`config.mk`:
```
export PLATFORM = sky130hd
export DESIGN_NAME = dma_engine_flat
export DESIGN_NICKNAME = d
export VERILOG_FILES = /design/src/verilog/dma_pkg.sv /design/src/verilog/wb_bus_if.sv /design/src/verilog/dma_engine.sv /design/src/flat_wrapper.sv
export VERILOG_INCLUDE_DIRS = /design/src /design/src/verilog
export SDC_FILE = /design/constraint.sdc
export NUM_CORES = 1
export LEC_CHECK = 0
export BUFFER_PORTS_ARGS = -buffer_cell sky130_fd_sc_hd__buf_2
export CORE_MARGIN = 3
export CORE_UTILIZATION = 30
export DETAILED_ROUTE_END_ITERATION = 7
export RECOVER_POWER = 25
export SETUP_SLACK_MARGIN = 0.02
export SYNTH_ARGS = -nofsm -noshare
export SYNTH_HDL_FRONTEND = slang
export SYNTH_SLANG_ARGS = --single-unit
```
`constraint.sdc`:
```
create_clock -name wb_clk_i -period 3.84 [get_ports wb_clk_i]
set_clock_uncertainty 0.2 [all_clocks]
set_input_delay 0 -clock wb_clk_i [delete_from_list [all_inputs] [get_ports wb_clk_i]]
set_output_delay 0 -clock wb_clk_i [all_outputs]
set_load 0.03 [all_outputs]
```
`src/verilog/dma_consts.svh`:
```
`ifndef DMA_CONSTS_SVH
`define DMA_CONSTS_SVH

// ----------------------------------------
// Bus word address map
// ----------------------------------------
`define DMA_FROM_ACM_A         16'd0
`define DMA_FROM_LC_A          16'd40
`define DMA_FROM_DEPTH         128
`define DMA_LC_THRESHS_A       16'd128
`define DMA_ACM_AQUADS_A       16'd384
`define DMA_VS_INDIRECT_A      16'd512
`define DMA_SYSCONFIG_A        16'd576
`define DMA_FLASH_A            16'd1024
`define DMA_FLASH_DEPTH        256
`define DMA_FLASH_SYSCONFIG_A  16'hffff

`define DMA_LC_COUNT           64      // Thresholds copied per boot
`define DMA_ACM_COUNT          40      // Coefficients copied per boot
`define DMA_TRACE_DEPTH        256

`define DMA_WORD_W             16
`define DMA_ADR_W              16
`define DMA_PROGRESS_W         9
`define DMA_FROM_AW            7       // Index width of the FROM array
`define DMA_FLASH_AW           8
`define DMA_TRACE_AW           8
`define DMA_REG_AW             6       // Index width of threshold and coefficient banks

`endif

```
`src/verilog/dma_pkg.sv`:
```
`include "dma_consts.svh"

package dma_pkg;

  typedef logic [`DMA_WORD_W-1:0]     bus_word_t;
  typedef logic [`DMA_ADR_W-1:0]      bus_adr_t;
  typedef logic [`DMA_PROGRESS_W-1:0] progress_t;

  typedef enum logic [2:0] {
    MODE_FLASH,
    MODE_LC,
    MODE_ACM,
    MODE_SYSCONFIG,
    MODE_DONE
  } dma_mode_e;

  typedef enum logic [1:0] {
    STEP_REQ,
    STEP_READ_WAIT,
    STEP_WRITE_WAIT,
    STEP_CLOSE_WAIT         // Single write whose ack only moves the sequence on
  } dma_step_e;

endpackage

```
`src/verilog/wb_bus_if.sv`:
```
`timescale 1ns/10ps

interface wb_bus_if import dma_pkg::*; ();

  logic      cyc;
  logic      stb;           // High for exactly one cycle per transfer
  logic      we;
  bus_adr_t  adr;
  bus_word_t dat_w;
  bus_word_t dat_r;         // Valid only in the ack cycle
  logic      ack;
  logic      err;

  modport master (
    output cyc, stb, we, adr, dat_w,
    input  dat_r, ack, err
  );

  modport slave (
    input  cyc, stb, we, adr, dat_w,
    output dat_r, ack, err
  );

endinterface

```
`src/verilog/dma_engine.sv`:
```
`timescale 1ns/10ps

`include "dma_consts.svh"

module dma_engine import dma_pkg::*; (
  input  logic     wb_clk_i,
  input  logic     soft_reset,
  input  logic     dma_crash_i,
  wb_bus_if.master bus,
  output logic     dma_done_o
);

  dma_mode_e mode;
  dma_mode_e next_mode;
  dma_step_e step;
  progress_t progress;
  logic      stb_q;
  logic      we_q;
  bus_adr_t  adr_q;
  bus_word_t dat_q;
  bus_adr_t  rd_adr;
  bus_adr_t  wr_adr;
  bus_word_t wr_dat;
  logic      last;
  logic      resp;

  assign bus.cyc    = stb_q;
  assign bus.stb    = stb_q;
  assign bus.we     = we_q;
  assign bus.adr    = adr_q;
  assign bus.dat_w  = dat_q;
  assign resp       = bus.ack | bus.err;          // An err closes a transfer just like an ack
  assign dma_done_o = (mode == MODE_DONE);

  // ----------------------------------------
  // Per-mode source, target and data rule
  // ----------------------------------------
  always_comb begin
    rd_adr    = `DMA_VS_INDIRECT_A;                // Crash backup drains the trace port
    wr_adr    = `DMA_FLASH_A + bus_adr_t'(progress) - 16'd1;
    wr_dat    = bus.dat_r;
    last      = dat_q[15] || (progress == progress_t'(`DMA_FLASH_DEPTH));
    next_mode = MODE_LC;
    case (mode)
      MODE_LC: begin
        rd_adr    = `DMA_FROM_LC_A + bus_adr_t'(progress);
        wr_adr    = `DMA_LC_THRESHS_A + bus_adr_t'(progress);
        wr_dat    = (bus.dat_r == 16'h00ff) ? 16'h0fff : {bus.dat_r[11:0], 4'h0};
        last      = (progress == progress_t'(`DMA_LC_COUNT - 1));
        next_mode = MODE_ACM;
      end
      MODE_ACM: begin
        rd_adr    = `DMA_FROM_ACM_A + bus_adr_t'(progress);
        wr_adr    = `DMA_ACM_AQUADS_A + bus_adr_t'(progress);
        last      = (progress == progress_t'(`DMA_ACM_COUNT - 1));
        next_mode = MODE_SYSCONFIG;
      end
      MODE_SYSCONFIG: begin
        rd_adr    = `DMA_FLASH_SYSCONFIG_A;
        wr_adr    = `DMA_SYSCONFIG_A;
        wr_dat    = (bus.dat_r > 16'h00ff) ? 16'h0000 : bus.dat_r;  // Unprogrammed flash
        last      = 1'b1;
        next_mode = MODE_DONE;
      end
      default: begin
      end
    endcase
  end

  // ----------------------------------------
  // Sequencer
  // ----------------------------------------
  always_ff @(posedge wb_clk_i) begin
    stb_q <= 1'b0;
    if (soft_reset) begin
      mode     <= dma_crash_i ? MODE_FLASH : MODE_LC;
      step     <= STEP_REQ;
      progress <= '0;
    end else begin
      case (step)
        STEP_REQ: begin
          if (mode == MODE_FLASH && progress == '0) begin
            stb_q <= 1'b1;                        // Rewind the trace read pointer
            we_q  <= 1'b1;
            adr_q <= `DMA_VS_INDIRECT_A;
            dat_q <= 16'h0000;
            step  <= STEP_CLOSE_WAIT;
          end else if (mode != MODE_DONE) begin
            stb_q <= 1'b1;
            we_q  <= 1'b0;
            adr_q <= rd_adr;
            step  <= STEP_READ_WAIT;
          end
        end
        STEP_READ_WAIT: begin
          if (resp) begin
            stb_q <= 1'b1;                        // Write chained right after the read
            we_q  <= 1'b1;
            adr_q <= wr_adr;
            dat_q <= wr_dat;
            step  <= STEP_WRITE_WAIT;
          end
        end
        STEP_WRITE_WAIT: begin
          if (resp) begin
            if (!last) begin
              progress <= progress + 1'b1;
              step     <= STEP_REQ;
            end else if (mode == MODE_FLASH) begin
              stb_q <= 1'b1;                      // Empty the trace buffer
              we_q  <= 1'b1;
              adr_q <= `DMA_VS_INDIRECT_A;
              dat_q <= 16'hffff;
              step  <= STEP_CLOSE_WAIT;
            end else begin
              mode     <= next_mode;
              progress <= '0;
              step     <= STEP_REQ;
            end
          end
        end
        STEP_CLOSE_WAIT: begin
          if (resp) begin
            if (progress == '0) begin
              progress <= progress_t'(1);         // Rewind done, start the drain
            end else begin
              mode     <= MODE_LC;
              progress <= '0;
            end
            step <= STEP_REQ;
          end
        end
        default: begin
          step <= STEP_REQ;
        end
      endcase
    end
  end

endmodule

```
`src/flat_wrapper.sv`:
```
// flat-port wrapper written by rule: the top's interface ports become plain ports
module dma_engine_flat import dma_pkg::*;
  (wb_clk_i, soft_reset, dma_crash_i, dma_done_o, bus_cyc, bus_stb, bus_we, bus_adr, bus_dat_w, bus_dat_r, bus_ack, bus_err);
  wb_bus_if bus_i ();
  input  logic wb_clk_i;
  input  logic soft_reset;
  input  logic dma_crash_i;
  output logic dma_done_o;
  output wire logic [$bits(bus_i.cyc)-1:0] bus_cyc;
  output wire logic [$bits(bus_i.stb)-1:0] bus_stb;
  output wire logic [$bits(bus_i.we)-1:0] bus_we;
  output wire logic [$bits(bus_i.adr)-1:0] bus_adr;
  output wire logic [$bits(bus_i.dat_w)-1:0] bus_dat_w;
  input wire logic [$bits(bus_i.dat_r)-1:0] bus_dat_r;
  input wire logic [$bits(bus_i.ack)-1:0] bus_ack;
  input wire logic [$bits(bus_i.err)-1:0] bus_err;
  assign bus_cyc = bus_i.cyc;
  assign bus_stb = bus_i.stb;
  assign bus_we = bus_i.we;
  assign bus_adr = bus_i.adr;
  assign bus_dat_w = bus_i.dat_w;
  assign bus_i.dat_r = bus_dat_r;
  assign bus_i.ack = bus_ack;
  assign bus_i.err = bus_err;
  dma_engine u_core (.wb_clk_i(wb_clk_i), .soft_reset(soft_reset), .dma_crash_i(dma_crash_i), .bus(bus_i), .dma_done_o(dma_done_o));
endmodule
```
Word-level counts from Yosys, hierarchy flattened
Index checks and enable logic that the tools add are counted.
{"block": "word_totals", "register_bits": 48, "in_bits": 21, "output_inout_bits": 36, "elab_cells": 110}
{"block": "classes", "n_addsub": 6, "n_lt_le_gt_ge": 1, "n_eq_ne": 25, "mux": 56, "bitwise": 2, "n_reduce_logical": 13}
{"operator": "$mux 16", "n": 13}
{"operator": "$pmux 16 s3", "n": 4}
{"operator": "$mux 9", "n": 4}
{"operator": "$pmux 16 s2", "n": 1}
{"operator": "$eq 9x6->1 const B", "n": 2}
{"operator": "$mux 3", "n": 6}
{"operator": "$pmux 9 s2", "n": 1}
{"operator": "$eq 16x8->1 const B", "n": 1}
{"operator": "$gt 16x8->1 const B", "n": 1}
{"operator": "$sub 16x1->16 const B", "n": 1}
{"operator": "$mux 1", "n": 14}
{"operator": "$mux 2", "n": 7}
{"operator": "$reduce_and 7->1", "n": 2}
{"operator": "$add 11x9->12 const A", "n": 1}
{"operator": "$ne 2x1->1 const B", "n": 6}
{"operator": "$ne 3x3->1 const B", "n": 4}
{"operator": "$add 6x9->10 const A", "n": 1}
{"operator": "$add 8x9->10 const A", "n": 1}
{"operator": "$add 9x9->10 const A", "n": 1}
{"operator": "$add 9x1->9 const B", "n": 1}
{"operator": "$eq 9x9->1 const B", "n": 1}
{"operator": "$logic_not 9->1", "n": 1}
{"operator": "$ne 3x2->1 const B", "n": 3}
{"operator": "$pmux 1 s3", "n": 3}
{"operator": "other kinds (19)", "n": 23}

Longest topological paths before layout
Gate-level depths: netlist of the first run.
{"block": "depth", "ltp_word": 7, "mapped_depth": 10, "ltp_nobuf": 8}

Least setup slack after synthesis of the first run
No wires, ideal clock.
{"block": "synth_timing", "path_kind": "reg-to-reg", "from": "reg u_core.mode[0]", "to": "reg u_core.dat_q[0] (netlist: u_core.bus.dat_w[0]) (enable)", "setup_time_ps": 414, "arrival_ps": 3475, "required_ps": 3226, "path_slack_ps": -249, "stages_incl_launch_ff": 11, "path_buffers": 2, "period_less_slack_ps": 4089, "cell_sequence": "edfxtp_1 -> buf_2 -> clkbuf_1 -> nand2b_1 -> nor2_1 -> ha_1 -> nand4b_1 -> or4_4 -> nand3_1 -> a31oi_1 -> a211oi_1"}
{"block": "synth_between", "elab_chain_len": 4, "elab_cells_between_ends": 10, "cone_classes": "eq/ne (6); mux (1); reduce/logical (3)"}
{"item": "start, declared", "line": "dma_engine.sv:13", "source": "dma_mode_e mode;"}
{"item": "start signal, assigned", "line": "dma_engine.sv:76", "source": "mode <= dma_crash_i ? MODE_FLASH : MODE_LC;"}
{"item": "start signal, assigned", "line": "dma_engine.sv:116", "source": "mode <= next_mode;"}
{"item": "$eq 3x2->1, or another cell as far along", "line": "dma_engine.sv:44", "source": "case (mode)"}
{"item": "$pmux 1 s3 / $logic_and 1x1->1 (equally long branches)", "line": "dma_engine.sv:44, dma_engine.sv:82"}
{"item": "$ne 2x1->1 (no line)"}
{"item": "$reduce_and 7->1 (no line) (*)"}
{"item": "end signal, assigned", "line": "dma_engine.sv:100", "source": "dat_q <= wr_dat;"}
{"item": "end, declared", "line": "dma_engine.sv:20", "source": "bus_word_t dat_q;"}
Every way passes the cells marked *; elsewhere a longest branch is shown, timed or not.
A chain may end at the register's enable or synchronous reset.

Final worst setup path of the first run
{"block": "layout_timing", "from": "reg u_core.mode[0]", "to": "reg u_core.dat_q[4] (netlist: u_core.bus.dat_w[4]) (enable)"}
Same word-level chain as after synthesis.

==> flow_metrics.tcl, run 1 <==
set metrics [dict create \
    routed_wl_mm 8.032 \
    power_w 0.002482 \
    synth-seq-cells 44 \
    reg2reg_to "u_core.bus.dat_w[4]$_DFFE_PP_" \
    die_x_um 104.9 \
    p_per_area_mw_per_mm2 695.7 \
    p_leak_nw 1.389 \
    clk_latency_ns 0.31 \
    dr.pass1.iters 5 \
    synth-edff-count 32 \
    cp_cell_sequence "buf_4 -> nand2b_1 -> nor2_1 -> ha_1 -> nand4b_1 -> or4_4 -> nand3_1 -> a31oi_1 -> a211oi_2 -> buf_4" \
    grt_pass1_wl_mm 13.21 \
    start_util_pct 31.28 \
    synth.distinct_cells 55 \
    holdCritPathClass "in -> reg" \
    synthArstFlopShare_pct 0 \
    row_count 35 \
    timing.reg2reg.setup_slack_ns 0.68 \
    synth_nets 372 \
    yosysSeqAreaShare_pct 40.97 \
    period_minus_slack_ns 3.159 \
    gr-total-overflow 0 \
    drc_errors 0 \
    coreArea_mm2 0.009371 \
    period_share_pct 82.28 \
    finalSetupViolations 0 \
    maxSlewHeadroom_pct 56.67 \
    cts_tree "done" \
    startpoint_type "flop" \
    slew_viol_final 0 \
    fp.dieH_um 104.9 \
    cap_violations 0 \
    finalHoldViolCount 0 \
    worst-path-stages 10 \
    fill_cells 996 \
    endpoint "u_core.bus.dat_w[4]$_DFFE_PP_" \
    critPathMostFrequentCell "buf_4" \
    crit_path_start "u_core.mode[0]$_DFFE_PP_" \
    grt_pass1_vias 2657 \
    routed_via_density 5.286 \
    cp_slowest_cell "or4_4" \
    track_usage_pct 14.60 \
    ys_top_cells_by_count "o21ai_0, a21oi_1, edfxtp_1, nor2_1, nand2_1" \
    yosys.area.top_type "edfxtp_1" \
    end_kind "flop" \
    clockBufferDepth 2 \
    cp_num_buf_inv 2 \
    critPathArrivalTime_ns 2.96 \
    drive_gt1_share_pct 12.78 \
    critical_path_class "reg -> reg" \
    post_cts_buffers 0 \
    worst_pin_slew_ns 0.6484 \
    yosysWarningCount 0 \
    multi_input_area_mm2 0.001551 \
    cts.sinks 44 \
    r2r-start "u_core.mode[0]$_DFFE_PP_" \
    post-dp-hpwl_mm 5.804 \
    max_freq_ghz 0.3165 \
    rsz0062_at_grt "no" \
    clk_pin_slew_ns 0.09 \
    portBuffers 56 \
    htreeDepth 2 \
    regArea_mm2 0.001201 \
    postSynthCellCount 337 \
    finalWeightedCongestion 0.9405 \
    setup_tns_ns 0 \
    dr_total_vias 2791 \
    path_delay_family "simple AND/OR/NAND/NOR gates" \
    layout.nets 433 \
    cp.required_ns 3.64 \
    slowest_delay_ns 0.53 \
    status "finished, final reports clean" \
    dieArea_mm2 0.01099 \
    wl_per_cell_um 15.21 \
    grt_max_degree 23 \
    cts_root_buf "clkbuf_8" \
    area_growth_pct 21.68 \
    cp_max_fo 22 \
    synth.cell_area_mm2 0.002932 \
    ir_drop_uv 230.5 \
    ant_nets 0 \
    cts_buffers 5 \
    antenna_found_initial 0 \
    dr.first_iter.drc_count 202 \
    io_pins 57 \
    synth.area.top_cells "edfxtp_1, dfxtp_1, o21ai_0" \
    n_antenna_cell 0 \
    yosys.cell_count.top_type "o21ai_0" \
    r2r_cells 10 \
    avgSynthCellArea_um2 8.699 \
    synth_ff_type "edfxtp_1" \
    netlist.area_leader.share_pct 32.78 \
]
## report_power, final
group	switching, W	leakage (nW)	internal, W
logic	0.000938	0.921	0.000378
clock network	0.000174	0.0583	0.000196
registers	0.0000586	0.410	0.000736
## tightest hold or removal path: stages
cell and delay [ns]:
buf_2 0.08, or2_2 0.14, o21ai_0 0.10, a21oi_1 0.16
## kinds of logic after synthesis
family / after synthesis / share of synthesized area [%]
AOI/OAI and AO/OA: 114 / 23.77
xor gates and xnor gates: 5 / 1.494
adders and majority gates: 14 / 6.231
buffers and inverters: 42 / 6.445
DFF: 44 / 40.97
muxes: 1 / 0.3415
and+or+nand+nor: 117 / 20.74
## sequential cells by signal, indices dropped and copies added, names as in the netlist
| name | cells |
|---|---|
| u_core.mode | 3 |
| u_core.bus.cyc | 1 |
| u_core.progress | 9 |
| u_core.step | 2 |
| u_core.bus.dat_w | 16 |
| u_core.bus.adr | 12 |
| u_core.bus.we | 1 |
## final cells by class
cell class	count	share of cell area (%)
Clock buffer	5	1.929
Clock inverter	3	1.333
Inverter	15	1.578
Multi-Input combinational cell	251	43.49
Sequential cell	44	33.67
Tap cell	129	4.525
Timing Repair Buffer	81	13.47
## worst min-delay path by stage
stage / from / to / slack (ns) / depth (start not counted)
5_1_grt: bus_ack / u_core.bus.cyc$_SDFF_PP0_ / 0.03 / 4
3_5_place_dp: dma_crash_i / u_core.mode[0]$_DFFE_PP_ / 0.14 / 2
2_1_floorplan: soft_reset / u_core.progress[0]$_SDFFE_PP0P_ / -0.02 / 2
4_1_cts: bus_ack / u_core.bus.cyc$_SDFF_PP0_ / 0.02 / 4
6_report: bus_ack / u_core.bus.cyc$_SDFF_PP0_ / 0.03 / 4
3_3_place_gp: dma_crash_i / u_core.mode[0]$_DFFE_PP_ / 0.14 / 2
## timing repair
item / in CTS / in global routing
endpoints found under the hold margin: 28 / 0
resized for setup: 0 / 0
hold buffers: 19 / 0
## through the flow
stage / hold WS (ns) / cell area [µm²] / setup slack [ns] / utilization [%] / cells
finish: 0.02701 / 3567 / 0.6805 / 38.06 / 528
global route: 0.02667 / 3567 / 0.4758 / 38.06 / 528
CTS: 0.01992 / 3602 / 0.6936 / 38.44 / 528
detailed placement: 0.1363 / 3296 / 0.7111 / 35.17 / 501
global placement: 0.1395 / 3296 / 0.8372 / 35.17 / 501
floorplan: -0.01731 / 2937 / 0.06532 / - / 337
## placed cells by master, fill, tap and decap left out, drive strengths merged, types with 4 or more instances in the layout
master and instances:
nor2 28, o21ai 38, a21o 7, nor3 7
clkbuf 33, and3 10, ha 13, edfxtp 32
dfxtp 12, nand2b 6, nand3 8, inv 15
dlygate4sd3 19, a21oi 37, or4 6, nand2 26
xnor2 4, nand4 8, a31oi 4, buf 34
nor4 4
## metal layers
layer	part of all wire, %	track usage, %
met5	0	0
met1	46	20.39
met4	2.1	4.686
met3	6.4	2.656
met2	45	22.82
(Power assumes the default switching activity.)
==> run 2, diff against run 1 <==
--- a/config.mk
+++ b/config.mk
@@ -6,6 +6,7 @@
 export SDC_FILE = /design/constraint.sdc
 export NUM_CORES = 1
 export LEC_CHECK = 0
+export ABC_AREA = 1
 export BUFFER_PORTS_ARGS = -buffer_cell sky130_fd_sc_hd__buf_2
 export CORE_MARGIN = 3
 export CORE_UTILIZATION = 30
==> constraint.sdc (replaced) <==
create_clock -name wb_clk_i -period 3 [get_ports wb_clk_i]
set_clock_uncertainty 0.2 [all_clocks]
set_input_delay 0 -clock wb_clk_i [delete_from_list [all_inputs] [get_ports wb_clk_i]]
set_output_delay 0 -clock wb_clk_i [all_outputs]
set_load 0.03 [all_outputs]
==> flow_metrics.tcl, run 2 <==
set metrics [dict create \
    critPathArrivalTime_ns 2.61 \
    postSynthCellCount 392 \
    p_sw_w 0.002020 \
    layout_common_cells "nand2_1, nor2_1, inv_1" \
    critical_path_class "reg -> reg" \
    grt_use_met2_pct 25.67 \
    power_frac_seq_pct 28.4 \
    yosys.area.top_type "edfxtp_1" \
    largest_reg_flops 16 \
    status "finished, final reports clean" \
    end_kind "flop" \
    p_per_area_mw_per_mm2 1052 \
    holdCritPathClass "in -> reg" \
    area_growth_pct 23.80 \
    htreeDepth 2 \
    ant_nets 0 \
    finalSetupViolations 0 \
    yosysWarningCount 0 \
    post-dp-hpwl_mm 6.578 \
    final_common_cell "nand2_1" \
    ys_top_cells_by_count "nand2_1, nor2_1, inv_1, o21ai_0, edfxtp_1" \
    final_area_mm2 0.003852 \
    routed_wl_mm 8.722 \
    drc_errors 0 \
    gr-total-overflow 0 \
    drive_gt1_share_pct 16.88 \
    period_minus_slack_ns 2.773 \
    clockBufferDepth 2 \
    synth_ff_type "edfxtp_1" \
    setup_tns_ns 0 \
    dieArea_mm2 0.01163 \
    clkPwrFrac_pct 13.4 \
    cts_tree "done" \
    cts_root_buf "clkbuf_8" \
    wl_per_cell_um 14.37 \
    place_area_mm2 0.003533 \
    routed_via_density 4.904 \
    n_antenna_cell 0 \
    power_frac_comb_pct 58.2 \
    grt_max_degree 19 \
    die_x_um 107.8 \
    cts_buffers 5 \
    dr.pass1.iters 5 \
    post_cts_buffers 0 \
    clk_pin_slew_ns 0.09 \
    coreArea_mm2 0.009910 \
    track_usage_pct 15.04 \
    layout.nets 509 \
    netlist.area_leader.share_pct 30.88 \
    yosys.cell_count.top_type "nand2_1" \
    clk_latency_ns 0.30 \
    cp.required_ns 2.84 \
    cts.sinks 44 \
    dr.first_iter.drc_count 225 \
    startpoint_type "flop" \
    ir_drop_uv 435.0 \
    yosysSeqAreaShare_pct 38.60 \
    finalWeightedCongestion 0.9096 \
    synth-seq-cells 44 \
    cp_max_fo 18 \
    switching_share_pct 49.85 \
    row_count 36 \
    p_leak_nw 1.674 \
    period_share_pct 92.42 \
    antenna_found_initial 0 \
    synth-edff-count 32 \
    synth.cell_area_mm2 0.003112 \
    portBuffers 56 \
    slew_viol_final 0 \
    start_util_pct 31.40 \
    rsz0062_at_grt "no" \
    synth.distinct_cells 43 \
    synthArstFlopShare_pct 0 \
    internal_power_w 0.002032 \
    grtUsageMet1_pct 19.53 \
    worst_pin_slew_ns 0.5236 \
    grt_pass1_wl_mm 13.81 \
    met3_usage_pct 2.699 \
    grt-busiest-layer "met2" \
    grt_pass1_vias 2807 \
    synth.area.top_cells "edfxtp_1, nand2_1, dfxtp_1" \
    maxSlewHeadroom_pct 64.87 \
    synth_nets 427 \
    avgSynthCellArea_um2 7.938 \
    finalHoldViolCount 0 \
    dr_total_vias 2977 \
    io_pins 57 \
    fp.dieH_um 107.8 \
    max_freq_ghz 0.3607 \
    cap_violations 0 \
]
## run 2: cell families after synthesis
kind of cell | count (synthesis) | share of synthesized area, %
xor+xnor | 3 | 0.8445
fa+ha+maj | 14 | 5.871
simple gates | 175 | 27.18
buf+inv | 74 | 11.30
compound gates | 82 | 16.20
flops | 44 | 38.60
## run 2: final timing paths
check | slack, ns | depth (start not counted) | end | startpoint
hold / removal | 0.03 | 3 | u_core.bus.dat_w[15]$_DFFE_PP_ | bus_dat_r[15]
setup / recovery | 0.23 | 7 | u_core.bus.dat_w[11]$_DFFE_PP_ | u_core.mode[0]$_DFFE_PP_
hold reg to reg | 0.39 | 2 | u_core.step[0]$_SDFFE_PP0P_ | u_core.step[0]$_SDFFE_PP0P_
setup reg to reg | 0.23 | 7 | u_core.bus.dat_w[11]$_DFFE_PP_ | u_core.mode[0]$_DFFE_PP_
## run 2: layout make-up
| cell class | count | area (µm²) |
|---|---|---|
| inverter | 57 | 219.0 |
| multi-input combinational | 274 | 1567 |
| sequential | 44 | 1201 |
| clock buffer | 5 | 68.82 |
| timing repair buffer | 92 | 570.5 |
| fill | 1030 | 6057 |
| tap | 133 | 166.4 |
| clock inverter | 2 | 60.06 |
## run 2: timing repair
| action | 4_1_cts | 5_1_grt |
|---|---|---|
| setup endpoints to repair | 0 | 16 |
| resized for setup | 0 | 1 |
| hold buffers | 22 | 0 |
| hold endpoints to repair | 14 | 0 |
## run 2: worst max-delay path, stage by stage (launching register included)
cell,delay [ns]
edfxtp_1,0.43
inv_1,0.21
nor2_2,0.09
nand2_2,0.13
clkinv_1,0.45
a22oi_1,0.33
dlygate4sd3_1,0.59
o21ai_0,0.08
## run 2: power by group through the flow
stage          clock network [W]  registers, W  logic, W
6_report                0.000543       0.00115   0.00236
5_1_grt                 0.000572       0.00118   0.00260
4_1_cts                 0.000552       0.00114   0.00239
3_5_place_dp                   0       0.00116   0.00233
3_3_place_gp                   0       0.00115   0.00232
2_1_floorplan                  0       0.00152   0.00135
## run 2: per-stage QoR
stage	hold WS [ns]	worst slack (ns)	power, W	instances	util [%]
after floorplan	-0.04948	0.1154	0.002871	392	-
after global placement	0.1246	0.1714	0.003467	578	35.66
after detailed placement	0.1335	0.1156	0.003482	578	35.66
after CTS	0.007640	0.09857	0.004085	607	39.18
after global routing	0.04789	0.04408	0.004349	607	38.88
final	0.03452	0.2273	0.004052	607	38.88
## run 2: layer usage
layer	vias up	share of wire (%)
met5	-	0
met3	13	7.2
met2	134	46
met1	1345	45
li1	1485	-
met4	0	1.8
