## src/verilog/dma_consts.svh

```systemverilog
`ifndef DMA_CONSTS_SVH
`define DMA_CONSTS_SVH

// ----------------------------------------
// Bus word address map
// ----------------------------------------
`define DMA_FROM_ACM_A         16'd0
`define DMA_FROM_LC_A          16'd40
`define DMA_FROM_DEPTH         128
`define DMA_LC_THRESHS_A       16'd128
`define DMA_ACM_AQUADS_A       16'd384
`define DMA_VS_INDIRECT_A      16'd512
`define DMA_SYSCONFIG_A        16'd576
`define DMA_FLASH_A            16'd1024
`define DMA_FLASH_DEPTH        256
`define DMA_FLASH_SYSCONFIG_A  16'hffff

`define DMA_LC_COUNT           64      // Thresholds copied per boot
`define DMA_ACM_COUNT          40      // Coefficients copied per boot
`define DMA_TRACE_DEPTH        256

`define DMA_WORD_W             16
`define DMA_ADR_W              16
`define DMA_PROGRESS_W         9
`define DMA_FROM_AW            7       // Index width of the FROM array
`define DMA_FLASH_AW           8
`define DMA_TRACE_AW           8
`define DMA_REG_AW             6       // Index width of threshold and coefficient banks

`endif

```

## src/verilog/dma_pkg.sv

```systemverilog
`include "dma_consts.svh"

package dma_pkg;

  typedef logic [`DMA_WORD_W-1:0]     bus_word_t;
  typedef logic [`DMA_ADR_W-1:0]      bus_adr_t;
  typedef logic [`DMA_PROGRESS_W-1:0] progress_t;

  typedef enum logic [2:0] {
    MODE_FLASH,
    MODE_LC,
    MODE_ACM,
    MODE_SYSCONFIG,
    MODE_DONE
  } dma_mode_e;

  typedef enum logic [1:0] {
    STEP_REQ,
    STEP_READ_WAIT,
    STEP_WRITE_WAIT,
    STEP_CLOSE_WAIT         // Single write whose ack only moves the sequence on
  } dma_step_e;

endpackage

```

## src/verilog/wb_bus_if.sv

```systemverilog
`timescale 1ns/10ps

interface wb_bus_if import dma_pkg::*; ();

  logic      cyc;
  logic      stb;           // High for exactly one cycle per transfer
  logic      we;
  bus_adr_t  adr;
  bus_word_t dat_w;
  bus_word_t dat_r;         // Valid only in the ack cycle
  logic      ack;
  logic      err;

  modport master (
    output cyc, stb, we, adr, dat_w,
    input  dat_r, ack, err
  );

  modport slave (
    input  cyc, stb, we, adr, dat_w,
    output dat_r, ack, err
  );

endinterface

```

## src/verilog/boot_bus_decoder.sv

```systemverilog
`timescale 1ns/10ps

`include "dma_consts.svh"

module boot_bus_decoder (
  input  logic     wb_clk_i,
  input  logic     soft_reset,
  wb_bus_if.slave  cpu_bus,
  wb_bus_if.master store_bus,
  wb_bus_if.master regs_bus
);

  logic sel_store;
  logic sel_regs;
  logic unmapped_q;                               // Strobe to a hole seen last cycle

  always_comb begin
    sel_store = (cpu_bus.adr < `DMA_FROM_DEPTH) ||
                (cpu_bus.adr >= `DMA_FLASH_A &&
                 cpu_bus.adr < `DMA_FLASH_A + `DMA_FLASH_DEPTH) ||
                (cpu_bus.adr == `DMA_FLASH_SYSCONFIG_A);
    sel_regs  = (cpu_bus.adr >= `DMA_LC_THRESHS_A) && (cpu_bus.adr < `DMA_FLASH_A);
  end

  assign store_bus.cyc   = cpu_bus.cyc & sel_store;
  assign store_bus.stb   = cpu_bus.stb & sel_store;
  assign store_bus.we    = cpu_bus.we;
  assign store_bus.adr   = cpu_bus.adr;
  assign store_bus.dat_w = cpu_bus.dat_w;

  assign regs_bus.cyc    = cpu_bus.cyc & sel_regs;
  assign regs_bus.stb    = cpu_bus.stb & sel_regs;
  assign regs_bus.we     = cpu_bus.we;
  assign regs_bus.adr    = cpu_bus.adr;
  assign regs_bus.dat_w  = cpu_bus.dat_w;

  assign cpu_bus.ack   = store_bus.ack | regs_bus.ack;
  assign cpu_bus.err   = store_bus.err | regs_bus.err | unmapped_q;
  assign cpu_bus.dat_r = store_bus.ack ? store_bus.dat_r : regs_bus.dat_r;

  always_ff @(posedge wb_clk_i) begin
    if (soft_reset) begin
      unmapped_q <= 1'b0;
    end else begin
      unmapped_q <= cpu_bus.cyc & cpu_bus.stb & ~sel_store & ~sel_regs;
    end
  end

endmodule

```

## src/flat_wrapper.sv

```systemverilog
// flat-port wrapper written by rule: the top's interface ports become plain ports
module boot_bus_decoder_flat 
  (wb_clk_i, soft_reset, cpu_bus_cyc, cpu_bus_stb, cpu_bus_we, cpu_bus_adr, cpu_bus_dat_w, cpu_bus_dat_r, cpu_bus_ack, cpu_bus_err, store_bus_cyc, store_bus_stb, store_bus_we, store_bus_adr, store_bus_dat_w, store_bus_dat_r, store_bus_ack, store_bus_err, regs_bus_cyc, regs_bus_stb, regs_bus_we, regs_bus_adr, regs_bus_dat_w, regs_bus_dat_r, regs_bus_ack, regs_bus_err);
  wb_bus_if cpu_bus_i ();
  wb_bus_if store_bus_i ();
  wb_bus_if regs_bus_i ();
  input  logic wb_clk_i;
  input  logic soft_reset;
  input wire logic [$bits(cpu_bus_i.cyc)-1:0] cpu_bus_cyc;
  input wire logic [$bits(cpu_bus_i.stb)-1:0] cpu_bus_stb;
  input wire logic [$bits(cpu_bus_i.we)-1:0] cpu_bus_we;
  input wire logic [$bits(cpu_bus_i.adr)-1:0] cpu_bus_adr;
  input wire logic [$bits(cpu_bus_i.dat_w)-1:0] cpu_bus_dat_w;
  output wire logic [$bits(cpu_bus_i.dat_r)-1:0] cpu_bus_dat_r;
  output wire logic [$bits(cpu_bus_i.ack)-1:0] cpu_bus_ack;
  output wire logic [$bits(cpu_bus_i.err)-1:0] cpu_bus_err;
  output wire logic [$bits(store_bus_i.cyc)-1:0] store_bus_cyc;
  output wire logic [$bits(store_bus_i.stb)-1:0] store_bus_stb;
  output wire logic [$bits(store_bus_i.we)-1:0] store_bus_we;
  output wire logic [$bits(store_bus_i.adr)-1:0] store_bus_adr;
  output wire logic [$bits(store_bus_i.dat_w)-1:0] store_bus_dat_w;
  input wire logic [$bits(store_bus_i.dat_r)-1:0] store_bus_dat_r;
  input wire logic [$bits(store_bus_i.ack)-1:0] store_bus_ack;
  input wire logic [$bits(store_bus_i.err)-1:0] store_bus_err;
  output wire logic [$bits(regs_bus_i.cyc)-1:0] regs_bus_cyc;
  output wire logic [$bits(regs_bus_i.stb)-1:0] regs_bus_stb;
  output wire logic [$bits(regs_bus_i.we)-1:0] regs_bus_we;
  output wire logic [$bits(regs_bus_i.adr)-1:0] regs_bus_adr;
  output wire logic [$bits(regs_bus_i.dat_w)-1:0] regs_bus_dat_w;
  input wire logic [$bits(regs_bus_i.dat_r)-1:0] regs_bus_dat_r;
  input wire logic [$bits(regs_bus_i.ack)-1:0] regs_bus_ack;
  input wire logic [$bits(regs_bus_i.err)-1:0] regs_bus_err;
  assign cpu_bus_i.cyc = cpu_bus_cyc;
  assign cpu_bus_i.stb = cpu_bus_stb;
  assign cpu_bus_i.we = cpu_bus_we;
  assign cpu_bus_i.adr = cpu_bus_adr;
  assign cpu_bus_i.dat_w = cpu_bus_dat_w;
  assign cpu_bus_dat_r = cpu_bus_i.dat_r;
  assign cpu_bus_ack = cpu_bus_i.ack;
  assign cpu_bus_err = cpu_bus_i.err;
  assign store_bus_cyc = store_bus_i.cyc;
  assign store_bus_stb = store_bus_i.stb;
  assign store_bus_we = store_bus_i.we;
  assign store_bus_adr = store_bus_i.adr;
  assign store_bus_dat_w = store_bus_i.dat_w;
  assign store_bus_i.dat_r = store_bus_dat_r;
  assign store_bus_i.ack = store_bus_ack;
  assign store_bus_i.err = store_bus_err;
  assign regs_bus_cyc = regs_bus_i.cyc;
  assign regs_bus_stb = regs_bus_i.stb;
  assign regs_bus_we = regs_bus_i.we;
  assign regs_bus_adr = regs_bus_i.adr;
  assign regs_bus_dat_w = regs_bus_i.dat_w;
  assign regs_bus_i.dat_r = regs_bus_dat_r;
  assign regs_bus_i.ack = regs_bus_ack;
  assign regs_bus_i.err = regs_bus_err;
  boot_bus_decoder u_core (.wb_clk_i(wb_clk_i), .soft_reset(soft_reset), .cpu_bus(cpu_bus_i), .store_bus(store_bus_i), .regs_bus(regs_bus_i));
endmodule
```

## config.mk

```make
export PLATFORM = sky130hd
export DESIGN_NAME = boot_bus_decoder_flat
export DESIGN_NICKNAME = d
export VERILOG_FILES = /design/src/verilog/dma_pkg.sv /design/src/verilog/wb_bus_if.sv /design/src/verilog/boot_bus_decoder.sv /design/src/flat_wrapper.sv
export VERILOG_INCLUDE_DIRS = /design/src /design/src/verilog
export SDC_FILE = /design/constraint.sdc
export NUM_CORES = 1
export LEC_CHECK = 0
export ABC_AREA = 0
export BUFFER_PORTS_ARGS = -buffer_cell sky130_fd_sc_hd__clkbuf_2
export CORE_AREA = 2 2 61 63
export CTS_CLUSTER_SIZE = 25
export DETAILED_ROUTE_END_ITERATION = 16
export DIE_AREA = 0 0 63 65
export PLACE_DENSITY_LB_ADDON = 0.1
export SLEW_MARGIN = 20
export SYNTH_ARGS = -nofsm -noshare
export SYNTH_HDL_FRONTEND = slang
export SYNTH_SLANG_ARGS = --single-unit
```

## constraint.sdc

```tcl
create_clock -name wb_clk_i -period 5.1 [get_ports wb_clk_i]
set_clock_uncertainty 0.1 [all_clocks]
set_input_delay 0.51 -clock wb_clk_i [delete_from_list [all_inputs] [get_ports wb_clk_i]]
set_output_delay 0.51 -clock wb_clk_i [all_outputs]
set_load 0.005 [all_outputs]
```

After elaboration in Yosys (flattened, before gate mapping)
Index checks and enable logic that the tools add are counted.
{"block": "word_totals", "regBits": 1, "latch_bits": 0, "ramBits": 0, "rom_bits": 0, "output_inout_bits": 88, "word_cells": 24, "mem_count": 0}
{"block": "classes", "addsub": 0, "n_mul": 0, "n_div": 0, "order_cmp": 5, "n_eq_ne": 1, "n_shift": 0, "n_mux": 1, "bitwise": 12, "n_reduce_logical": 4}
{"op": "$lt 16x11->1 const B", "n": 2}
{"op": "$eq 16x16->1 const B", "n": 1}
{"op": "$ge 16x11->1 const B", "n": 1}
{"op": "$ge 16x8->1 const B", "n": 1}
{"op": "$lt 16x8->1 const B", "n": 1}
{"op": "$mux 16", "n": 1}
{"op": "$and 1x1->1", "n": 7}
{"op": "$or 1x1->1", "n": 3}
{"op": "$logic_and 1x1->1", "n": 2}
{"op": "$logic_or 1x1->1", "n": 2}
{"op": "$not 1->1", "n": 2}

Depth between registers and ports, before layout
Gate-level depths: netlist of the first run.
{"block": "depth", "depth_word": 7, "ltp_mapped": 3}

Least setup slack after synthesis of the first run
No wires, ideal clock.
{"block": "synth_path", "kind": "input-to-output", "from": "input cpu_bus_adr[15]", "to": "output store_bus_cyc", "arrival_ns": 1.747, "slack_ns": 2.743, "path_stages": 3, "path_buffers": 0, "cell_sequence": "or4_1 -> or4b_4 -> a21boi_1"}
{"block": "synth_via", "elab_chain_len": 5}
{"element": "from (decl)", "line_no": "flat_wrapper.sv:12", "rtl": "input wire logic [$bits(cpu_bus_i.adr)-1:0] cpu_bus_adr;"}
{"element": "$ge 16x11->1 (no line) or $lt 16x11->1 (tied branches)"}
{"element": "$logic_and 1x1->1 (no line)"}
{"element": "$logic_or 1x1->1", "line_no": "boot_bus_decoder.sv:18", "rtl": "sel_store = (cpu_bus.adr < `DMA_FROM_DEPTH) ||"}
{"element": "$logic_or 1x1->1 *", "line_no": "boot_bus_decoder.sv:18"}
{"element": "$and 1x1->1 *", "line_no": "boot_bus_decoder.sv:25", "rtl": "assign store_bus.cyc = cpu_bus.cyc & sel_store;"}
{"element": "to (decl)", "line_no": "flat_wrapper.sv:17", "rtl": "output wire logic [$bits(store_bus_i.cyc)-1:0] store_bus_cyc;"}
Mark *: on every way between the ends. The rest lies on a longest branch, timed or not.

Worst setup path in the final report of the first run
{"block": "layout_path", "from": "input cpu_bus_adr[15]", "to": "output store_bus_stb"}
{"block": "layout_via", "elab_chain_len": 5}
{"element": "$ge 16x11->1 (no line) or $lt 16x11->1 (tied branches)"}
{"element": "$logic_and 1x1->1 (no line)"}
{"element": "$logic_or 1x1->1", "line_no": "boot_bus_decoder.sv:18"}
{"element": "$logic_or 1x1->1 *", "line_no": "boot_bus_decoder.sv:18"}
{"element": "$and 1x1->1 *", "line_no": "boot_bus_decoder.sv:26", "rtl": "assign store_bus.stb = cpu_bus.stb & sel_store;"}
{"element": "to (decl)", "line_no": "flat_wrapper.sv:18", "rtl": "output wire logic [$bits(store_bus_i.stb)-1:0] store_bus_stb;"}
Marks and branches as above.

==> results of run 1 <==
## final cells by class
type                    count  area share (%)
repair buffers            109           58.13
flip-flops and latches      1           2.133
well taps                  48           6.400
multi-input cells          35           33.33
## worst max-delay path, stage by stage
cell and delay (ns):
clkbuf_2 0.10, or4_1 0.55, or4b_4 0.55, a21boi_1 0.16, clkbuf_2 0.13
## logic make-up after synthesis
group | Yosys count
AO/OA/AOI/OAI | 2
buffers and inverters | 68
multiplexers | 16
AND/OR/NAND/NOR | 17
flip-flops | 1
## cell usage in the layout, fill, tap and decap left out
cell	synthesis	layout
a21boi_1	2	2
nor4_1	1	1
nor2_1	1	1
clkbuf_2	0	109
and2_1	2	2
nand3b_1	1	1
nor3_1	1	1
or4b_4	1	1
or3_1	1	1
or4_1	2	2
dfxtp_1	1	1
nor2b_1	1	1
nand4_1	4	4
mux2_2	16	16
or2_2	1	1
nor4bb_1	1	1
## power breakdown
group          switching [uW]  internal, uW  total, uW
combinational            27.7          40.8       68.4
sequential             0.0427          8.30       8.35
clock                       0             0          0
total                    27.7          49.1       76.8
## routing by layer
metal | track usage, % | up-vias | part of all wire, % | wire length (um)
li1 | - | 369 | - | -
met1 | 8.333 | 329 | 32 | 741
met2 | 21.01 | 71 | 57 | 1333
met3 | 1.736 | 4 | 10 | 244
met4 | 0.8333 | 0 | 0.69 | 16
met5 | 0 | - | 0 | 0
## final timing paths
path,startpoint,cells past startpoint,endpoint
worst max-delay path,cpu_bus_adr[15],5,store_bus_stb
worst min-delay path,cpu_bus_stb,3,u_core.unmapped_q
## through the flow
step	std cells	util (%)
after detailed placement	193	26.84
final	193	26.84
after global routing	193	26.84
after floorplan	104	-
after global placement	193	26.84
after CTS	193	26.84
==> impl_metrics.xml, run 1 <==
<?xml version="1.0" encoding="UTF-8"?>
<metrics>
  <group name="status">
    <metric name="run_status" unit="">complete, no violations</metric>
  </group>
  <group name="cells_and_area">
    <metric name="sequential_cell_area" unit="um^2">20.02</metric>
    <metric name="multiInputGateArea" unit="um^2">312.8</metric>
    <metric name="antenna_cells_inserted" unit="">0</metric>
    <metric name="design_area" unit="um^2">938.4</metric>
    <metric name="post_route_cells_drive_above_1_share" unit="%">87.59</metric>
    <metric name="largest_reg_flops" unit="">1</metric>
    <metric name="nets" unit="">220</metric>
    <metric name="nFillCells" unit="">404</metric>
    <metric name="area_delta_synth_final" unit="%">12.28</metric>
    <metric name="layout_top_registers" unit="">u_core.unmapped_q x1</metric>
    <metric name="registers.top_by_ff_count" unit="">u_core.unmapped_q</metric>
  </group>
  <group name="setup_path">
    <metric name="worstPathRequired" unit="ns">4.49</metric>
    <metric name="timing.critical_path.arrival" unit="ns">2.00</metric>
    <metric name="crit_path_end_kind" unit="">primary output</metric>
    <metric name="critPathKind" unit="">input pin to primary output</metric>
    <metric name="crit_path_start_kind" unit="">input pin</metric>
    <metric name="critical_path_peak_fanout" unit="">4</metric>
  </group>
  <group name="yosys">
    <metric name="synthSimpleGateAreaFrac" unit="%">14.07</metric>
    <metric name="synth-async-reset-ratio" unit="%">0</metric>
    <metric name="synth_sequential_area_ratio" unit="%">2.395</metric>
    <metric name="synthDominantAreaCellType" unit="">buf_4</metric>
    <metric name="syn_avg_cell_area" unit="um^2">8.037</metric>
    <metric name="synth-warning-count" unit="">0</metric>
    <metric name="synth_xor_area_share" unit="%">0</metric>
    <metric name="post_synthesis_compound_gate_area_fraction" unit="%">1.796</metric>
    <metric name="synth.ff_latch_count" unit="">1</metric>
    <metric name="ys_dominant_reg_cell" unit="">dfxtp_1</metric>
    <metric name="synth.cell_area" unit="um^2">835.8</metric>
    <metric name="synthCells" unit="">104</metric>
    <metric name="syn-num-nets" unit="">177</metric>
    <metric name="dominant_combinational_cell_family_by_area_after_synthesis" unit="">buffers and inverters</metric>
    <metric name="post_synth_mux_area_share" unit="%">21.56</metric>
    <metric name="synth.top_cells.by_area" unit="">buf_4 59%, mux2_2 22%, nand4_1 3.0%</metric>
    <metric name="synth_cell_types" unit="">17</metric>
    <metric name="yosysMostFrequentCell" unit="">buf_4</metric>
    <metric name="number_of_enable_type_register_cells_in_the_synthesized_netlist" unit="">0</metric>
    <metric name="synth_common_cells" unit="">66 x buf_4, 16 x mux2_2, 4 x nand4_1</metric>
    <metric name="post-synth-top-area-fraction" unit="%">59.28</metric>
    <metric name="synth-adder-area-share" unit="%">0</metric>
  </group>
  <group name="clocking">
    <metric name="clk_pin_slew_worst_paths" unit="ns">0</metric>
    <metric name="cts.repair.resized" unit="">0</metric>
    <metric name="cts-hold-fix-buffers" unit="">0</metric>
    <metric name="post_cts.repair.setup_buffers" unit="">0</metric>
  </group>
  <group name="sta">
    <metric name="post-route-min-period" unit="ns">2.608</metric>
    <metric name="hold_ws" unit="ns">0.6851</metric>
    <metric name="timing_worst_slew_pin_value" unit="ns">0.4243</metric>
    <metric name="worst_slew_margin_rel" unit="%">71.46</metric>
    <metric name="report.final.slew_viol_count" unit="">0</metric>
    <metric name="finalSetupTns" unit="ns">0</metric>
    <metric name="rsz0062_at_grt" unit="">false</metric>
    <metric name="max_freq" unit="MHz">383.4</metric>
    <metric name="timing_hold_violations_final" unit="">0</metric>
    <metric name="layout_setup_ws" unit="ns">2.492</metric>
    <metric name="fin_crit_sh" unit="%">51.14</metric>
    <metric name="setup_viol_count_final" unit="">0</metric>
  </group>
  <group name="global_routing">
    <metric name="grt_use_total" unit="%">9.228</metric>
    <metric name="grt_max_degree" unit="">18</metric>
    <metric name="global_route_wire_length_before_repair" unit="um">3049</metric>
    <metric name="grt_pass1_vias" unit="">679</metric>
    <metric name="number_of_antenna_violations_at_the_first_check_in_global_routing" unit="">0</metric>
    <metric name="grt.overflow.total" unit="">0</metric>
  </group>
  <group name="detailed_routing">
    <metric name="route.vias.total" unit="">773</metric>
    <metric name="postRouteWirelength" unit="um">2335</metric>
    <metric name="avg_wl_per_cell" unit="um">12.10</metric>
    <metric name="detail_route.drc_violations" unit="">0</metric>
    <metric name="ant_nets" unit="">0</metric>
    <metric name="drt-initial-drc-count" unit="">5</metric>
    <metric name="pre_antenna_drt_iters" unit="">4</metric>
    <metric name="vias_per_cell" unit="">4.005</metric>
  </group>
  <group name="floorplanning">
    <metric name="initial_core_util" unit="%">23.91</metric>
    <metric name="core_region_area" unit="um^2">3496</metric>
    <metric name="ioPinCount" unit="">161</metric>
    <metric name="die_w" unit="um">63</metric>
    <metric name="row_count" unit="">22</metric>
    <metric name="fp.dieArea" unit="um^2">4095</metric>
    <metric name="die-height" unit="um">65</metric>
  </group>
  <group name="run">
    <metric name="cap_violations" unit="">0</metric>
  </group>
  <group name="placed_design">
    <metric name="dpl_worst_slack" unit="ns">2.485</metric>
    <metric name="post_dp_area" unit="um^2">938.4</metric>
    <metric name="routabilityCongestion" unit="">0.7091</metric>
    <metric name="hpwlAfterDp" unit="um">2202</metric>
    <metric name="io_buffers" unit="">109</metric>
  </group>
  <group name="pwr">
    <metric name="power_density" unit="nW/um^2">81.80</metric>
    <metric name="ir_drop" unit="uV">27.83</metric>
    <metric name="report.power.total" unit="uW">76.76</metric>
    <metric name="static-leakage-power" unit="uW">0.0005601</metric>
  </group>
  <group name="hold_path">
    <metric name="holdCritPathClass" unit="">input pin to register</metric>
  </group>
</metrics>
Note: power is estimated with default switching activity, not from simulation.
==> run 2, diff against run 1 <==
--- a/config.mk
+++ b/config.mk
@@ -6,12 +6,11 @@
 export SDC_FILE = /design/constraint.sdc
 export NUM_CORES = 1
 export LEC_CHECK = 0
-export ABC_AREA = 0
+export ABC_AREA = 1
 export BUFFER_PORTS_ARGS = -buffer_cell sky130_fd_sc_hd__clkbuf_2
-export CORE_AREA = 2 2 61 63
+export CORE_UTILIZATION = 24
 export CTS_CLUSTER_SIZE = 25
 export DETAILED_ROUTE_END_ITERATION = 16
-export DIE_AREA = 0 0 63 65
 export PLACE_DENSITY_LB_ADDON = 0.1
 export SLEW_MARGIN = 20
 export SYNTH_ARGS = -nofsm -noshare
==> constraint.sdc (replaced) <==
create_clock -name wb_clk_i -period 2.3 [get_ports wb_clk_i]
set_clock_uncertainty 0.1 [all_clocks]
set_input_delay 0.23 -clock wb_clk_i [delete_from_list [all_inputs] [get_ports wb_clk_i]]
set_output_delay 0.23 -clock wb_clk_i [all_outputs]
set_load 0.005 [all_outputs]
==> run 2 against run 1 <==
Compared with the run above: synthesized cell count rose by 58%; combinational power rose by 130%; via count rose by 22%; critical path depth rose by 1; cell count rose by 30%; global-route usage rose by 0.23 points; flip-flop and latch count did not move.
==> impl_metrics.xml, run 2 <==
<?xml version="1.0" encoding="UTF-8"?>
<metrics>
  <group name="status">
    <metric name="run_status" unit="">complete, no violations</metric>
  </group>
  <group name="pwr">
    <metric name="internal_power" unit="uW">100.5</metric>
    <metric name="comb_power_share" unit="%">89.4</metric>
    <metric name="ir_drop" unit="uV">57.41</metric>
    <metric name="power_switching_share" unit="%">42.21</metric>
    <metric name="switchingPower" unit="uW">73.42</metric>
    <metric name="power_density" unit="nW/um^2">174.9</metric>
    <metric name="p_clk_share" unit="%">0</metric>
    <metric name="static-leakage-power" unit="uW">0.0007145</metric>
    <metric name="power_frac_seq" unit="%">10.6</metric>
  </group>
  <group name="yosys">
    <metric name="synth_sequential_area_ratio" unit="%">2.213</metric>
    <metric name="post_synthesis_compound_gate_area_fraction" unit="%">0.5533</metric>
    <metric name="synth.ff_latch_count" unit="">1</metric>
    <metric name="ys_dominant_reg_cell" unit="">dfxtp_1</metric>
    <metric name="synth-adder-area-share" unit="%">0</metric>
    <metric name="synthCells" unit="">164</metric>
    <metric name="post-synth-top-area-fraction" unit="%">55.60</metric>
    <metric name="dominant_combinational_cell_family_by_area_after_synthesis" unit="">buffers and inverters</metric>
    <metric name="yosysMostFrequentCell" unit="">buf_4</metric>
    <metric name="synth-warning-count" unit="">0</metric>
    <metric name="synth_cell_types" unit="">14</metric>
    <metric name="synth-async-reset-ratio" unit="%">0</metric>
    <metric name="synth.top_cells.by_area" unit="">buf_4 56%, nand2_1 26%, nor2_1 5.8%</metric>
    <metric name="synth_common_cells" unit="">67 x buf_4, 62 x nand2_1, 14 x nor2_1</metric>
    <metric name="post_synth_mux_area_share" unit="%">0</metric>
    <metric name="synthDominantAreaCellType" unit="">buf_4</metric>
    <metric name="syn-num-nets" unit="">237</metric>
    <metric name="synth.cell_area" unit="um^2">904.6</metric>
    <metric name="synth_xor_area_share" unit="%">0</metric>
    <metric name="synthSimpleGateAreaFrac" unit="%">37.21</metric>
    <metric name="number_of_enable_type_register_cells_in_the_synthesized_netlist" unit="">0</metric>
    <metric name="syn_avg_cell_area" unit="um^2">5.516</metric>
  </group>
  <group name="floorplanning">
    <metric name="fp.dieArea" unit="um^2">4019</metric>
    <metric name="row_count" unit="">21</metric>
    <metric name="die-height" unit="um">63.40</metric>
    <metric name="die_w" unit="um">63.40</metric>
    <metric name="core_region_area" unit="um^2">3468</metric>
    <metric name="initial_core_util" unit="%">26.08</metric>
    <metric name="ioPinCount" unit="">161</metric>
  </group>
  <group name="clocking">
    <metric name="cts-hold-fix-buffers" unit="">0</metric>
    <metric name="cts.repair.resized" unit="">0</metric>
    <metric name="post_cts.repair.setup_buffers" unit="">0</metric>
  </group>
  <group name="detailed_routing">
    <metric name="route.vias.total" unit="">942</metric>
    <metric name="vias_per_cell" unit="">3.768</metric>
    <metric name="postRouteWirelength" unit="um">2032</metric>
    <metric name="pre_antenna_drt_iters" unit="">2</metric>
    <metric name="drt-initial-drc-count" unit="">22</metric>
    <metric name="ant_nets" unit="">0</metric>
    <metric name="detail_route.drc_violations" unit="">0</metric>
    <metric name="avg_wl_per_cell" unit="um">8.128</metric>
  </group>
  <group name="setup_path">
    <metric name="critical_path_peak_fanout" unit="">4</metric>
    <metric name="timing.critical_path.cells" unit="">clkbuf_2 -&gt; nor2_2 -&gt; nand3_1 -&gt; or2_1 -&gt; nor2_1 -&gt; clkbuf_2</metric>
    <metric name="timing.critical_path.arrival" unit="ns">0.99</metric>
    <metric name="worstPathRequired" unit="ns">1.97</metric>
    <metric name="crit_path_end_kind" unit="">primary output</metric>
    <metric name="timing.critical_path.slowest_stage_cell" unit="">or2_1</metric>
    <metric name="crit_path_start_kind" unit="">input pin</metric>
    <metric name="worst_path_most_repeated_cell" unit="">clkbuf_2</metric>
    <metric name="crit_buf_inv" unit="">2</metric>
    <metric name="path_delay_family" unit="">simple AND/OR/NAND/NOR gates</metric>
    <metric name="critPathKind" unit="">input pin to primary output</metric>
    <metric name="max_stage_delay" unit="ns">0.23</metric>
  </group>
  <group name="sta">
    <metric name="finalSetupTns" unit="ns">0</metric>
    <metric name="max_freq" unit="MHz">759.2</metric>
    <metric name="setup_viol_count_final" unit="">0</metric>
    <metric name="rsz0062_at_grt" unit="">false</metric>
    <metric name="fin_crit_sh" unit="%">57.26</metric>
    <metric name="timing_hold_violations_final" unit="">0</metric>
    <metric name="hold_ws" unit="ns">0.3600</metric>
    <metric name="report.final.slew_viol_count" unit="">0</metric>
    <metric name="worst_slew_margin_rel" unit="%">79.10</metric>
    <metric name="timing_worst_slew_pin_value" unit="ns">0.3136</metric>
    <metric name="post-route-min-period" unit="ns">1.317</metric>
  </group>
  <group name="global_routing">
    <metric name="number_of_antenna_violations_at_the_first_check_in_global_routing" unit="">0</metric>
    <metric name="grt_max_degree" unit="">19</metric>
    <metric name="grt_pass1_vias" unit="">825</metric>
    <metric name="grt.overflow.total" unit="">0</metric>
    <metric name="grt_use_total" unit="%">9.454</metric>
    <metric name="global_route_wire_length_before_repair" unit="um">3277</metric>
  </group>
  <group name="hold_path">
    <metric name="holdCritPathClass" unit="">input pin to primary output</metric>
    <metric name="worst_hold_path_ep" unit="">regs_bus_we</metric>
    <metric name="min_delay_path_depth" unit="">0</metric>
    <metric name="hold_path.startpoint" unit="">cpu_bus_we</metric>
  </group>
  <group name="run">
    <metric name="cap_violations" unit="">0</metric>
  </group>
  <group name="cells_and_area">
    <metric name="mostFrequentLayoutCells" unit="">109 x clkbuf_2, 62 x nand2_1, 14 x nor2_1</metric>
    <metric name="final_common_cell" unit="">clkbuf_2</metric>
    <metric name="area_delta_synth_final" unit="%">9.958</metric>
    <metric name="layout_top_registers" unit="">u_core.unmapped_q x1</metric>
    <metric name="antenna_cells_inserted" unit="">0</metric>
    <metric name="registers.top_by_ff_count" unit="">u_core.unmapped_q</metric>
    <metric name="post_route_cells_drive_above_1_share" unit="%">55.39</metric>
    <metric name="largest_reg_flops" unit="">1</metric>
    <metric name="nets" unit="">279</metric>
  </group>
  <group name="placed_design">
    <metric name="hpwlAfterDp" unit="um">1901</metric>
    <metric name="routabilityCongestion" unit="">0.7028</metric>
    <metric name="io_buffers" unit="">109</metric>
  </group>
</metrics>
## run 2: metrics by stage
step	area [um^2]	power [uW]	setup slack, ns	utilization, %	std cells
floorplan	904.6	156.9	1.242	-	164
global placement	994.7	179.9	0.9319	28.68	250
detailed placement	994.7	176.7	0.9658	28.68	250
CTS	994.7	177.6	0.9652	28.68	250
global route	994.7	195.8	0.8199	28.68	250
finish	994.7	173.9	0.9829	28.68	250
## run 2: how the worst max path moves through the flow
stage	from	cells past startpoint	end	slack [ns]
after floorplan	cpu_bus_adr[12]	4	regs_bus_cyc	1.24
after global routing	cpu_bus_adr[9]	7	store_bus_cyc	0.82
final	cpu_bus_adr[12]	6	regs_bus_cyc	0.98
after global placement	store_bus_ack	5	cpu_bus_dat_r[1]	0.93
after CTS	cpu_bus_adr[10]	6	regs_bus_cyc	0.97
after detailed placement	cpu_bus_adr[10]	6	regs_bus_stb	0.97
## run 2: cell families (layout without fill, tap and decap cells)
family	count (synthesis)	count (layout)
AO/OA/AOI/OAI	1	1
buffers and inverters	77	117
flip-flops	1	1
AND/OR/NAND/NOR	85	85
## run 2: power by group through the flow
stage	clock (uW)	combinational (uW)	sequential, uW
4_1_cts	0	159	18.5
2_1_floorplan	0	138	18.5
5_1_grt	0	177	18.6
3_5_place_dp	0	158	18.5
6_report	0	155	18.5
3_3_place_gp	0	161	18.5
## run 2: per-layer routing
layer  vias to the layer above  part of all wire, %  track usage (%)
met5                         -                    0                0
met4                         0                 0.20           0.5682
met3                         2                   12            2.174
met2                        75                   51            18.35
met1                       359                   37            10.68
li1                        506                    -                -
## run 2: cell type report
cell class / instances / area, um^2
Timing Repair Buffer: 109 / 545.5
Tap cell: 46 / 57.56
Fill cell: 422 / 2474
Inverter: 8 / 30.03
Multi-Input combinational cell: 86 / 341.6
Sequential cell: 1 / 20.02
